**src/common/psgPkg.sv**
```systemverilog
package psgPkg;

	// ========================================================================
	// sizes
	// ========================================================================

	localparam int NumChannels = 4;
	localparam int ChanBits = 2;
	localparam int TableAddrBits = 8;
	localparam int SampleBits = 8;
	localparam int MixBits = 10;

	// cycles from read start to ack
	localparam int ReadLatency = 2;

	// ========================================================================
	// host write port
	// ========================================================================

	typedef struct packed {
		logic enable;
		logic [6:0] unused;
		logic [TableAddrBits-1:0] step;
	} chanCfg_t;

	typedef struct packed {
		logic [TableAddrBits-1:0] addr;
		logic [SampleBits-1:0] sample;
	} tableEntry_t;

	// one host word, decoded by isTable
	typedef union packed {
		chanCfg_t chanCfg;
		tableEntry_t tableEntry;
	} hostWord_u;

	typedef struct packed {
		logic valid;
		logic isTable;
		logic [ChanBits-1:0] chan;
		hostWord_u word;
	} hostWr_t;

	// ========================================================================
	// wave table read bus
	// ========================================================================

	typedef struct packed {
		logic req;
		logic [TableAddrBits-1:0] addr;
	} fetchReq_t;

	typedef struct packed {
		logic [NumChannels-1:0] sel;
		logic [ChanBits-1:0] seln;
	} grant_t;

	typedef struct packed {
		logic ack;
		logic [ChanBits-1:0] chan;
		logic [SampleBits-1:0] data;
	} fetchRsp_t;

endpackage

```
**src/channel/waveChannel.sv**
```systemverilog
`timescale 1ns/100ps

module waveChannel #(
	parameter int chanIndex = 0
) (
	input logic clk,
	input logic rst,
	input logic sampleTick,
	input psgPkg::hostWr_t hostWr,
	input psgPkg::fetchRsp_t rsp,
	output psgPkg::fetchReq_t fetch
);

	psgPkg::chanCfg_t cfg;
	logic cfgWr;
	logic ownAck;
	logic enable;
	logic [psgPkg::TableAddrBits-1:0] step;
	logic [psgPkg::TableAddrBits-1:0] addr;
	logic reqQ;

	// ========================================================================
	// decode
	// ========================================================================

	assign cfg = hostWr.word.chanCfg;

	assign cfgWr = hostWr.valid && !hostWr.isTable
		&& (hostWr.chan == psgPkg::ChanBits'(chanIndex));

	assign ownAck = rsp.ack && (rsp.chan == psgPkg::ChanBits'(chanIndex));

	// ========================================================================
	// config and table address
	// ========================================================================

	// a config write restarts the walk through the table at entry 0
	always_ff @(posedge clk) begin
		if (rst) begin
			enable <= 1'b0;
			step <= '0;
			addr <= '0;
		end else if (cfgWr) begin
			enable <= cfg.enable;
			step <= cfg.step;
			addr <= '0;
		end else if (ownAck) begin
			// wraps around the 256 entry table
			addr <= addr + step;
		end
	end

	// ========================================================================
	// fetch request
	// ========================================================================

	// one request at most, a tick while pending is simply lost
	// the ack wins over a tick arriving on the same edge
	always_ff @(posedge clk) begin
		if (rst) begin
			reqQ <= 1'b0;
		end else if (ownAck || (cfgWr && !cfg.enable)) begin
			reqQ <= 1'b0;
		end else if (sampleTick && enable) begin
			reqQ <= 1'b1;
		end
	end

	assign fetch.req = reqQ;
	assign fetch.addr = addr;

	// request only drops on its own ack, a disabling write or reset
	reqHeldToAck: assert property (
		@(posedge clk) disable iff (rst)
		$fell(reqQ) |-> ($past(ownAck) || $past(cfgWr && !cfg.enable) || $past(rst))
	) else $error("channel %0d dropped its request without an ack", chanIndex);

endmodule

```
**src/hw/psgBusArb.sv**
```systemverilog
`timescale 1ns/100ps

module psgBusArb (
	input logic clk,
	input logic rst,
	input logic ce,
	input logic busFree,
	input logic [psgPkg::NumChannels-1:0] req,
	output psgPkg::grant_t grant
);

	psgPkg::grant_t nextGrant;

	// ========================================================================
	// fixed priority pick
	// ========================================================================

	// walk from the top down so the lowest requester wins
	// with no request at all the last owner stays on the bus
	always_comb begin
		nextGrant = grant;
		for (int i = psgPkg::NumChannels - 1; i >= 0; i--) begin
			if (req[i]) begin
				nextGrant.sel = '0;
				nextGrant.sel[i] = 1'b1;
				nextGrant.seln = i[psgPkg::ChanBits-1:0];
			end
		end
	end

	// re-arbitrate only on an enabled edge with the bus idle
	always_ff @(posedge clk) begin
		if (rst) begin
			grant <= '0;
		end else if (ce && busFree) begin
			grant <= nextGrant;
		end
	end

	// ========================================================================
	// checks
	// ========================================================================

	selOneHot: assert property (
		@(posedge clk) disable iff (rst)
		$onehot0(grant.sel)
	) else $error("arbiter select is not one-hot");

	selMatchesIndex: assert property (
		@(posedge clk) disable iff (rst)
		(grant.sel == '0) || grant.sel[grant.seln]
	) else $error("arbiter select and index disagree");

	// a busy bus or a stalled clock enable freezes the owner
	holdWhenBlocked: assert property (
		@(posedge clk) disable iff (rst)
		(!ce || !busFree) |=> $stable(grant)
	) else $error("grant changed while bus busy or ce low");

endmodule

```
**src/hw/psgMixer.sv**
```systemverilog
`timescale 1ns/100ps

module psgMixer (
	input logic clk,
	input logic rst,
	input psgPkg::fetchRsp_t rsp,
	output logic signed [psgPkg::MixBits-1:0] mixOut
);

	logic signed [psgPkg::SampleBits-1:0] slot [psgPkg::NumChannels];
	logic signed [psgPkg::SampleBits-1:0] nextSlot [psgPkg::NumChannels];
	logic signed [psgPkg::MixBits-1:0] nextSum;

	// ========================================================================
	// slot update and sum
	// ========================================================================

	// the new sample is already part of the sum on the same edge
	always_comb begin
		nextSlot = slot;
		if (rsp.ack) begin
			nextSlot[rsp.chan] = rsp.data;
		end
		nextSum = '0;
		for (int i = 0; i < psgPkg::NumChannels; i++) begin
			// sign extended to the mix width
			nextSum = nextSum + nextSlot[i];
		end
	end

	always_ff @(posedge clk) begin
		if (rst) begin
			slot <= '{default: '0};
			mixOut <= '0;
		end else if (rsp.ack) begin
			slot <= nextSlot;
			mixOut <= nextSum;
		end
	end

endmodule

```
**src/hw/psgWaveTop.sv**
```systemverilog
`timescale 1ns/100ps

module psgWaveTop (
	input logic clk,
	input logic rst,
	input logic ce,
	input logic sampleTick,
	input psgPkg::hostWr_t hostWr,
	output psgPkg::fetchRsp_t rsp,
	output logic signed [psgPkg::MixBits-1:0] mixOut
);

	psgPkg::fetchReq_t fetch [psgPkg::NumChannels];
	logic [psgPkg::NumChannels-1:0] req;
	psgPkg::grant_t grant;
	logic busFree;

	// ========================================================================
	// wave channels
	// ========================================================================

	for (genvar i = 0; i < psgPkg::NumChannels; i++) begin : gChan
		waveChannel #(
			.chanIndex(i)
		) u_waveChannel (
			.clk(clk),
			.rst(rst),
			.sampleTick(sampleTick),
			.hostWr(hostWr),
			.rsp(rsp),
			.fetch(fetch[i])
		);

		assign req[i] = fetch[i].req;
	end

	// ========================================================================
	// shared read bus
	// ========================================================================

	psgBusArb u_psgBusArb (
		.clk(clk),
		.rst(rst),
		.ce(ce),
		.busFree(busFree),
		.req(req),
		.grant(grant)
	);

	waveTableRam u_waveTableRam (
		.clk(clk),
		.rst(rst),
		.hostWr(hostWr),
		.grant(grant),
		.fetch(fetch),
		.busFree(busFree),
		.rsp(rsp)
	);

	// mixer output
	psgMixer u_psgMixer (
		.clk(clk),
		.rst(rst),
		.rsp(rsp),
		.mixOut(mixOut)
	);

endmodule

```
**src/hw/waveTableRam.sv**
```systemverilog
`timescale 1ns/100ps

module waveTableRam (
	input logic clk,
	input logic rst,
	input psgPkg::hostWr_t hostWr,
	input psgPkg::grant_t grant,
	input psgPkg::fetchReq_t fetch [psgPkg::NumChannels],
	output logic busFree,
	output psgPkg::fetchRsp_t rsp
);

	logic [psgPkg::SampleBits-1:0] mem [2**psgPkg::TableAddrBits];
	logic ownerReq;
	logic startRead;
	logic busy;
	logic [$clog2(psgPkg::ReadLatency + 1)-1:0] cnt;
	logic ackQ;
	logic [psgPkg::ChanBits-1:0] rdChan;
	logic [psgPkg::TableAddrBits-1:0] rdAddr;
	logic [psgPkg::SampleBits-1:0] rdData;

	// host loads the table through the entry view
	always_ff @(posedge clk) begin
		if (hostWr.valid && hostWr.isTable) begin
			mem[hostWr.word.tableEntry.addr] <= hostWr.word.tableEntry.sample;
		end
	end

	// ========================================================================
	// read engine
	// ========================================================================

	assign ownerReq = grant.sel[grant.seln] && fetch[grant.seln].req;
	assign startRead = !busy && ownerReq;
	assign busFree = !busy && !ownerReq;

	// busy covers the ack cycle too since the owner drops req on that edge
	always_ff @(posedge clk) begin
		if (rst) begin
			busy <= 1'b0;
			cnt <= '0;
			ackQ <= 1'b0;
		end else begin
			ackQ <= 1'b0;
			if (startRead) begin
				busy <= 1'b1;
				cnt <= '0;
			end else if (busy) begin
				if (ackQ) begin
					busy <= 1'b0;
				end else if (cnt == psgPkg::ReadLatency - 1) begin
					ackQ <= 1'b1;
				end else begin
					cnt <= cnt + 1'b1;
				end
			end
		end
	end

	// owner and address are latched at start
	always_ff @(posedge clk) begin
		if (startRead) begin
			rdChan <= grant.seln;
			rdAddr <= fetch[grant.seln].addr;
		end
		if (busy) begin
			rdData <= mem[rdAddr];
		end
	end

	assign rsp = '{ack: ackQ, chan: rdChan, data: rdData};

	// ack rises ReadLatency edges after the start edge
	startToAck: assert property (
		@(posedge clk) disable iff (rst)
		startRead |=> ##(psgPkg::ReadLatency) rsp.ack
	) else $error("read ack not at fixed latency");

	noOverlap: assert property (
		@(posedge clk) disable iff (rst)
		startRead |=> !startRead [*(psgPkg::ReadLatency + 1)]
	) else $error("read started while engine busy");

endmodule

```
**config.mk**
```make
export PLATFORM = sky130hd
export DESIGN_NAME = psgWaveTop
export DESIGN_NICKNAME = d
export VERILOG_FILES = /design/src/common/psgPkg.sv /design/src/channel/waveChannel.sv /design/src/hw/psgBusArb.sv /design/src/hw/psgMixer.sv /design/src/hw/psgWaveTop.sv /design/src/hw/waveTableRam.sv
export SDC_FILE = /design/constraint.sdc
export NUM_CORES = 2
export LEC_CHECK = 0
export CAP_MARGIN = 20
export CORE_ASPECT_RATIO = 0.6
export CORE_UTILIZATION = 63
export DETAILED_ROUTE_END_ITERATION = 8
export DONT_BUFFER_PORTS = 1
export PLACE_DENSITY_LB_ADDON = 0.25
export SETUP_SLACK_MARGIN = 0.2
export SYNTH_ARGS = -nofsm -noshare
export SYNTH_HDL_FRONTEND = slang
export SYNTH_HIERARCHICAL = 1
export SYNTH_SLANG_ARGS = --single-unit
```
**constraint.sdc**
```tcl
create_clock -name clk -period 5.45 [get_ports clk]
set_clock_uncertainty 0.2 [all_clocks]
set_input_delay 1.09 -clock clk [delete_from_list [all_inputs] [get_ports clk]]
set_output_delay 1.09 -clock clk [all_outputs]
set_load 0.02 [all_outputs]
```
==> impl_summary.log <==
INFO  metric outcome = finished clean
INFO  metric routed-via-count = 46800
INFO  metric final_layout_size_suffix_gt1_share = 18.3%
INFO  metric setup_total_negative_slack = 0 ns
INFO  metric route.antenna.remaining_nets = 0
INFO  metric post_drt_wl_per_cell = 33.2 um
INFO  metric fp.dieArea = 140000 um^2
INFO  metric place.port_buffers = 0
INFO  metric r2r_start = u_waveTableRam/rdAddr[1]$_DFFE_PP_
INFO  metric groute.layer.met1.usage = 49.6%
INFO  metric first_iter_violations = 7055
INFO  metric cts_tree = built
INFO  metric seq_area_frac_synth = 74.2%
INFO  metric starting_utilization_of_the_core_area = 63.6%
INFO  metric overall_global_routing_usage = 31.8%
INFO  metric area_delta_synth_final = 8.83%
INFO  metric final_setup_violations = 0
INFO  metric die-height = 290 um
INFO  metric grt_pass1_wl = 315000 um
INFO  metric rrSetupSlack = 0.82 ns
INFO  metric finalPower = 32.0 mW
INFO  metric via_per_inst = 7.09
INFO  metric timing.final.crit_share = 85.0%
INFO  metric hpwlAfterDp = 131000 um
INFO  metric syn_std_cell_area = 87000 um^2
INFO  metric synth_enable_flop_cells = 2066
INFO  metric final-max-slew-violation-count = 0
INFO  metric cap_violations = 0
INFO  metric first_global_vias = 44400
INFO  metric min_path_cells = 0
INFO  metric fin_crit = 4.63 ns
INFO  metric power.density = 338 nW/um^2
INFO  metric intPower = 25.7 mW
INFO  metric path_clk_slew = 0.07 ns
INFO  metric fill_cells = 8211
INFO  metric post-route-drc-count = 0
INFO  metric main_flop_type_after_synthesis = edfxtp_1
INFO  metric clock_insertion_delay_worst_skew = 0.81 ns
INFO  metric cell_count_after_synthesis = 4602
INFO  metric critical_path.cell_chain = buf_4 -> buf_4 -> mux2i_1 -> nor2_1 -> a2111oi_0 -> a31oi_1 -> nor4_1 -> nor4_1
INFO  metric worstPathRequired = 5.76 ns
INFO  metric grt.overflow.total = 0
INFO  metric cts_hold_buf = 0
INFO  metric criticalPathCategory = reg -> reg
INFO  metric placement_cell_area = 88700 um^2
INFO  metric timing.critical_path.slowest_stage_cell = edfxtp_1
INFO  metric fp-row-count = 105
INFO  metric cellLeakagePower = 29.8 nW
INFO  metric worst_r2r_path_depth = 8
INFO  metric post_cts_resize_count = 0
INFO  metric post_syn_nets = 4685
INFO  metric groute.layer.met2.usage = 42.5%
INFO  metric floorplan.core_area = 137000 um^2
INFO  metric min_path_type = in -> reg
INFO  metric antenna_found_initial = 5
INFO  metric fmax = 216 MHz
INFO  metric power.switching = 6.25 mW
INFO  metric hold_path_startpoint = hostWr[3]
INFO  metric ys_ff_latch = 2190
INFO  metric floorplan.die.width = 482 um
INFO  metric grt.busiest_layer = met1
INFO  metric yosysUniqueCellTypes = 83
INFO  metric design.portCount = 45
INFO  metric layout.cells.most_common_list = 2066 x edfxtp_1, 423 x mux4_2, 343 x nor2_1, 206 x mux2i_1, 187 x clkbuf_16
INFO  metric synth-async-reset-ratio = 0%
INFO  metric routed_wl = 219000 um
INFO  metric cts.htree.levels = 4
INFO  metric final-hold-violation-count = 0
INFO  metric clock_path_buffers = 3
INFO  metric cp-start-kind = register
INFO  metric maximum_number_of_pins_on_one_net_before_global_route_repair = 261
INFO  metric tritoncts_num_sinks = 2190
INFO  metric netSwitchingFraction = 19.6%
INFO  metric critical_path_sink_type = register
INFO  metric critical_path_peak_fanout = 24
INFO  metric detail_route.first_pass.iterations = 6
INFO  metric postCtsSetupRepairBufs = 0
INFO  metric global_route.usage.met3 = 11.8%
INFO  metric timing.hold.worst_endpoint = u_waveTableRam/mem[161][3]$_DFFE_PP_
INFO  metric syn_avg_cell_area = 18.9 um^2
INFO  metric critPathArrivalTime = 4.94 ns
INFO  metric cts_buffers = 183
INFO  metric tightestPinTransition = 1.26 ns
INFO  metric worstReg2RegEnd = u_waveTableRam/rdData[2]$_DFFE_PP_
INFO  metric mostFrequentLayoutCell = edfxtp_1
INFO  metric power_frac_clock = 40.8%
INFO  metric hold_slack = 0.168 ns
INFO  metric critical-path-max-stage-delay = 1.10 ns
INFO  metric power.ir.vdd_worst = 0.000325 V
INFO  metric ctsRootBufferMaster = clkbuf_16
INFO  metric critPathBufInv = 2
INFO  metric power_frac_comb = 1.5%
INFO  metric yosysWarningCount = 6
INFO  metric numnets_final = 4711
INFO  metric category_of_cells_accounting_for_the_largest_share_of_critical_path_delay = compound AO/OA/AOI/OAI gates
INFO  metric finalWeightedCongestion = 0.923
INFO  metric setup_repair_after_global_routing_missed_its_margin = false
INFO  metric slew_headroom = 15.7%
INFO  metric finalInstanceArea = 94700 um^2
INFO  metric power.sequential.fraction = 57.7%
==> stage by stage <==
| step | utilization (%) | setup WS (ns) | std cells |
|---|---|---|---|
| global placement | 64.9 | 0.595 | 6258 |
| CTS | 69.2 | 0.923 | 6599 |
| global route | 69.2 | 0.685 | 6602 |
| detailed placement | 64.9 | 0.976 | 6260 |
| floorplan | - | 1.56 | 4602 |
| finish | 69.2 | 0.819 | 6602 |
==> cell type report <==
cell class / count / area (um^2) / share of cell area, %
flip-flops and latches: 2190 / 64500 / 68.2
multi-input cells: 2102 / 20700 / 21.9
clock buffers: 211 / 4770 / 5.04
well taps: 1819 / 2280 / 2.40
clock inverters: 128 / 1120 / 1.19
repair buffers: 118 / 1100 / 1.17
inverters: 33 / 124 / 0.131
diodes: 1 / 2.50 / 0.00264
==> synth_stat cells, types with 17 or more instances <==
cell,instances,area (um^2)
edfxtp_1,2066,62000
mux4_2,423,9530
nor2_1,345,1290
mux2i_1,206,2060
a21oi_1,171,856
nand2_1,148,556
a22oi_1,142,1070
clkbuf_1,138,518
dfxtp_1,124,2480
nand3_1,57,285
nor3_1,53,265
buf_2,49,245
o22ai_1,44,275
nor2b_1,42,263
buf_4,39,293
ha_1,38,475
o21ai_0,37,185
o221ai_1,33,289
inv_1,32,120
buf_6,28,315
nand2b_1,24,150
fa_1,21,420
mux2_2,21,236
nand4_1,21,131
nor4_1,21,131
o211ai_1,19,143
a211oi_1,17,128
==> layer usage <==
metal | share of wire, % | routed length, um
met4 | 2.4 | 5170
met5 | 0.010 | 23
met2 | 42 | 92500
met1 | 39 | 86100
met3 | 16 | 35300
==> cells by family after synthesis <==
family,share of synthesized area [%]
AO/OA/AOI/OAI,4.55
adder cells (fa/ha/maj),1.03
XOR/XNOR,0.131
multiplexers,13.8
buffers and inverters,2.04
flip-flops,74.2
AND/OR/NAND/NOR,4.28
==> registers in the layout, indices dropped and copies added, names as in the netlist <==
register,count
gChan.u_waveChannel/addr,32
gChan.u_waveChannel/enable,4
gChan.u_waveChannel/reqQ,4
gChan.u_waveChannel/step,32
u_psgBusArb/grant,6
u_psgMixer/mixOut,10
u_psgMixer/slot,32
u_waveTableRam/ackQ,1
u_waveTableRam/busy,1
u_waveTableRam/cnt,2
u_waveTableRam/mem,2048
u_waveTableRam/rdAddr,8
u_waveTableRam/rdChan,2
u_waveTableRam/rdData,8
==> how the worst max path moves through the flow <==
stage | start | end | slack (ns) | cells past startpoint
6_report | u_waveTableRam/rdAddr[1]$_DFFE_PP_ | u_waveTableRam/rdData[2]$_DFFE_PP_ | 0.82 | 8
5_1_grt | u_waveTableRam/ackQ$_SDFF_PP0_ | u_psgMixer/mixOut[9]$_SDFFE_PP0P_ | 0.68 | 10
4_1_cts | u_waveTableRam/ackQ$_SDFF_PP0_ | u_psgMixer/mixOut[9]$_SDFFE_PP0P_ | 0.92 | 10
3_5_place_dp | u_waveTableRam/ackQ$_SDFF_PP0_ | u_psgMixer/mixOut[9]$_SDFFE_PP0P_ | 0.98 | 10
3_3_place_gp | u_waveTableRam/rdAddr[1]$_DFFE_PP_ | u_waveTableRam/rdData[0]$_DFFE_PP_ | 0.59 | 7
2_1_floorplan | u_waveTableRam/rdChan[1]$_DFFE_PP_ | u_psgMixer/mixOut[7]$_SDFFE_PP0P_ | 1.56 | 10
==> power by group through the flow <==
| stage | Sequential (mW) | Clock [mW] | Combinational (mW) |
|---|---|---|---|
| floorplan | 18.8 | 0 | 0.323 |
| global placement | 18.8 | 0 | 0.451 |
| detailed placement | 18.8 | 0 | 0.457 |
| CTS | 18.4 | 13.2 | 0.461 |
| global route | 18.4 | 13.8 | 0.492 |
| finish | 18.4 | 13.1 | 0.479 |
Power figures use the tool's default switching activity.
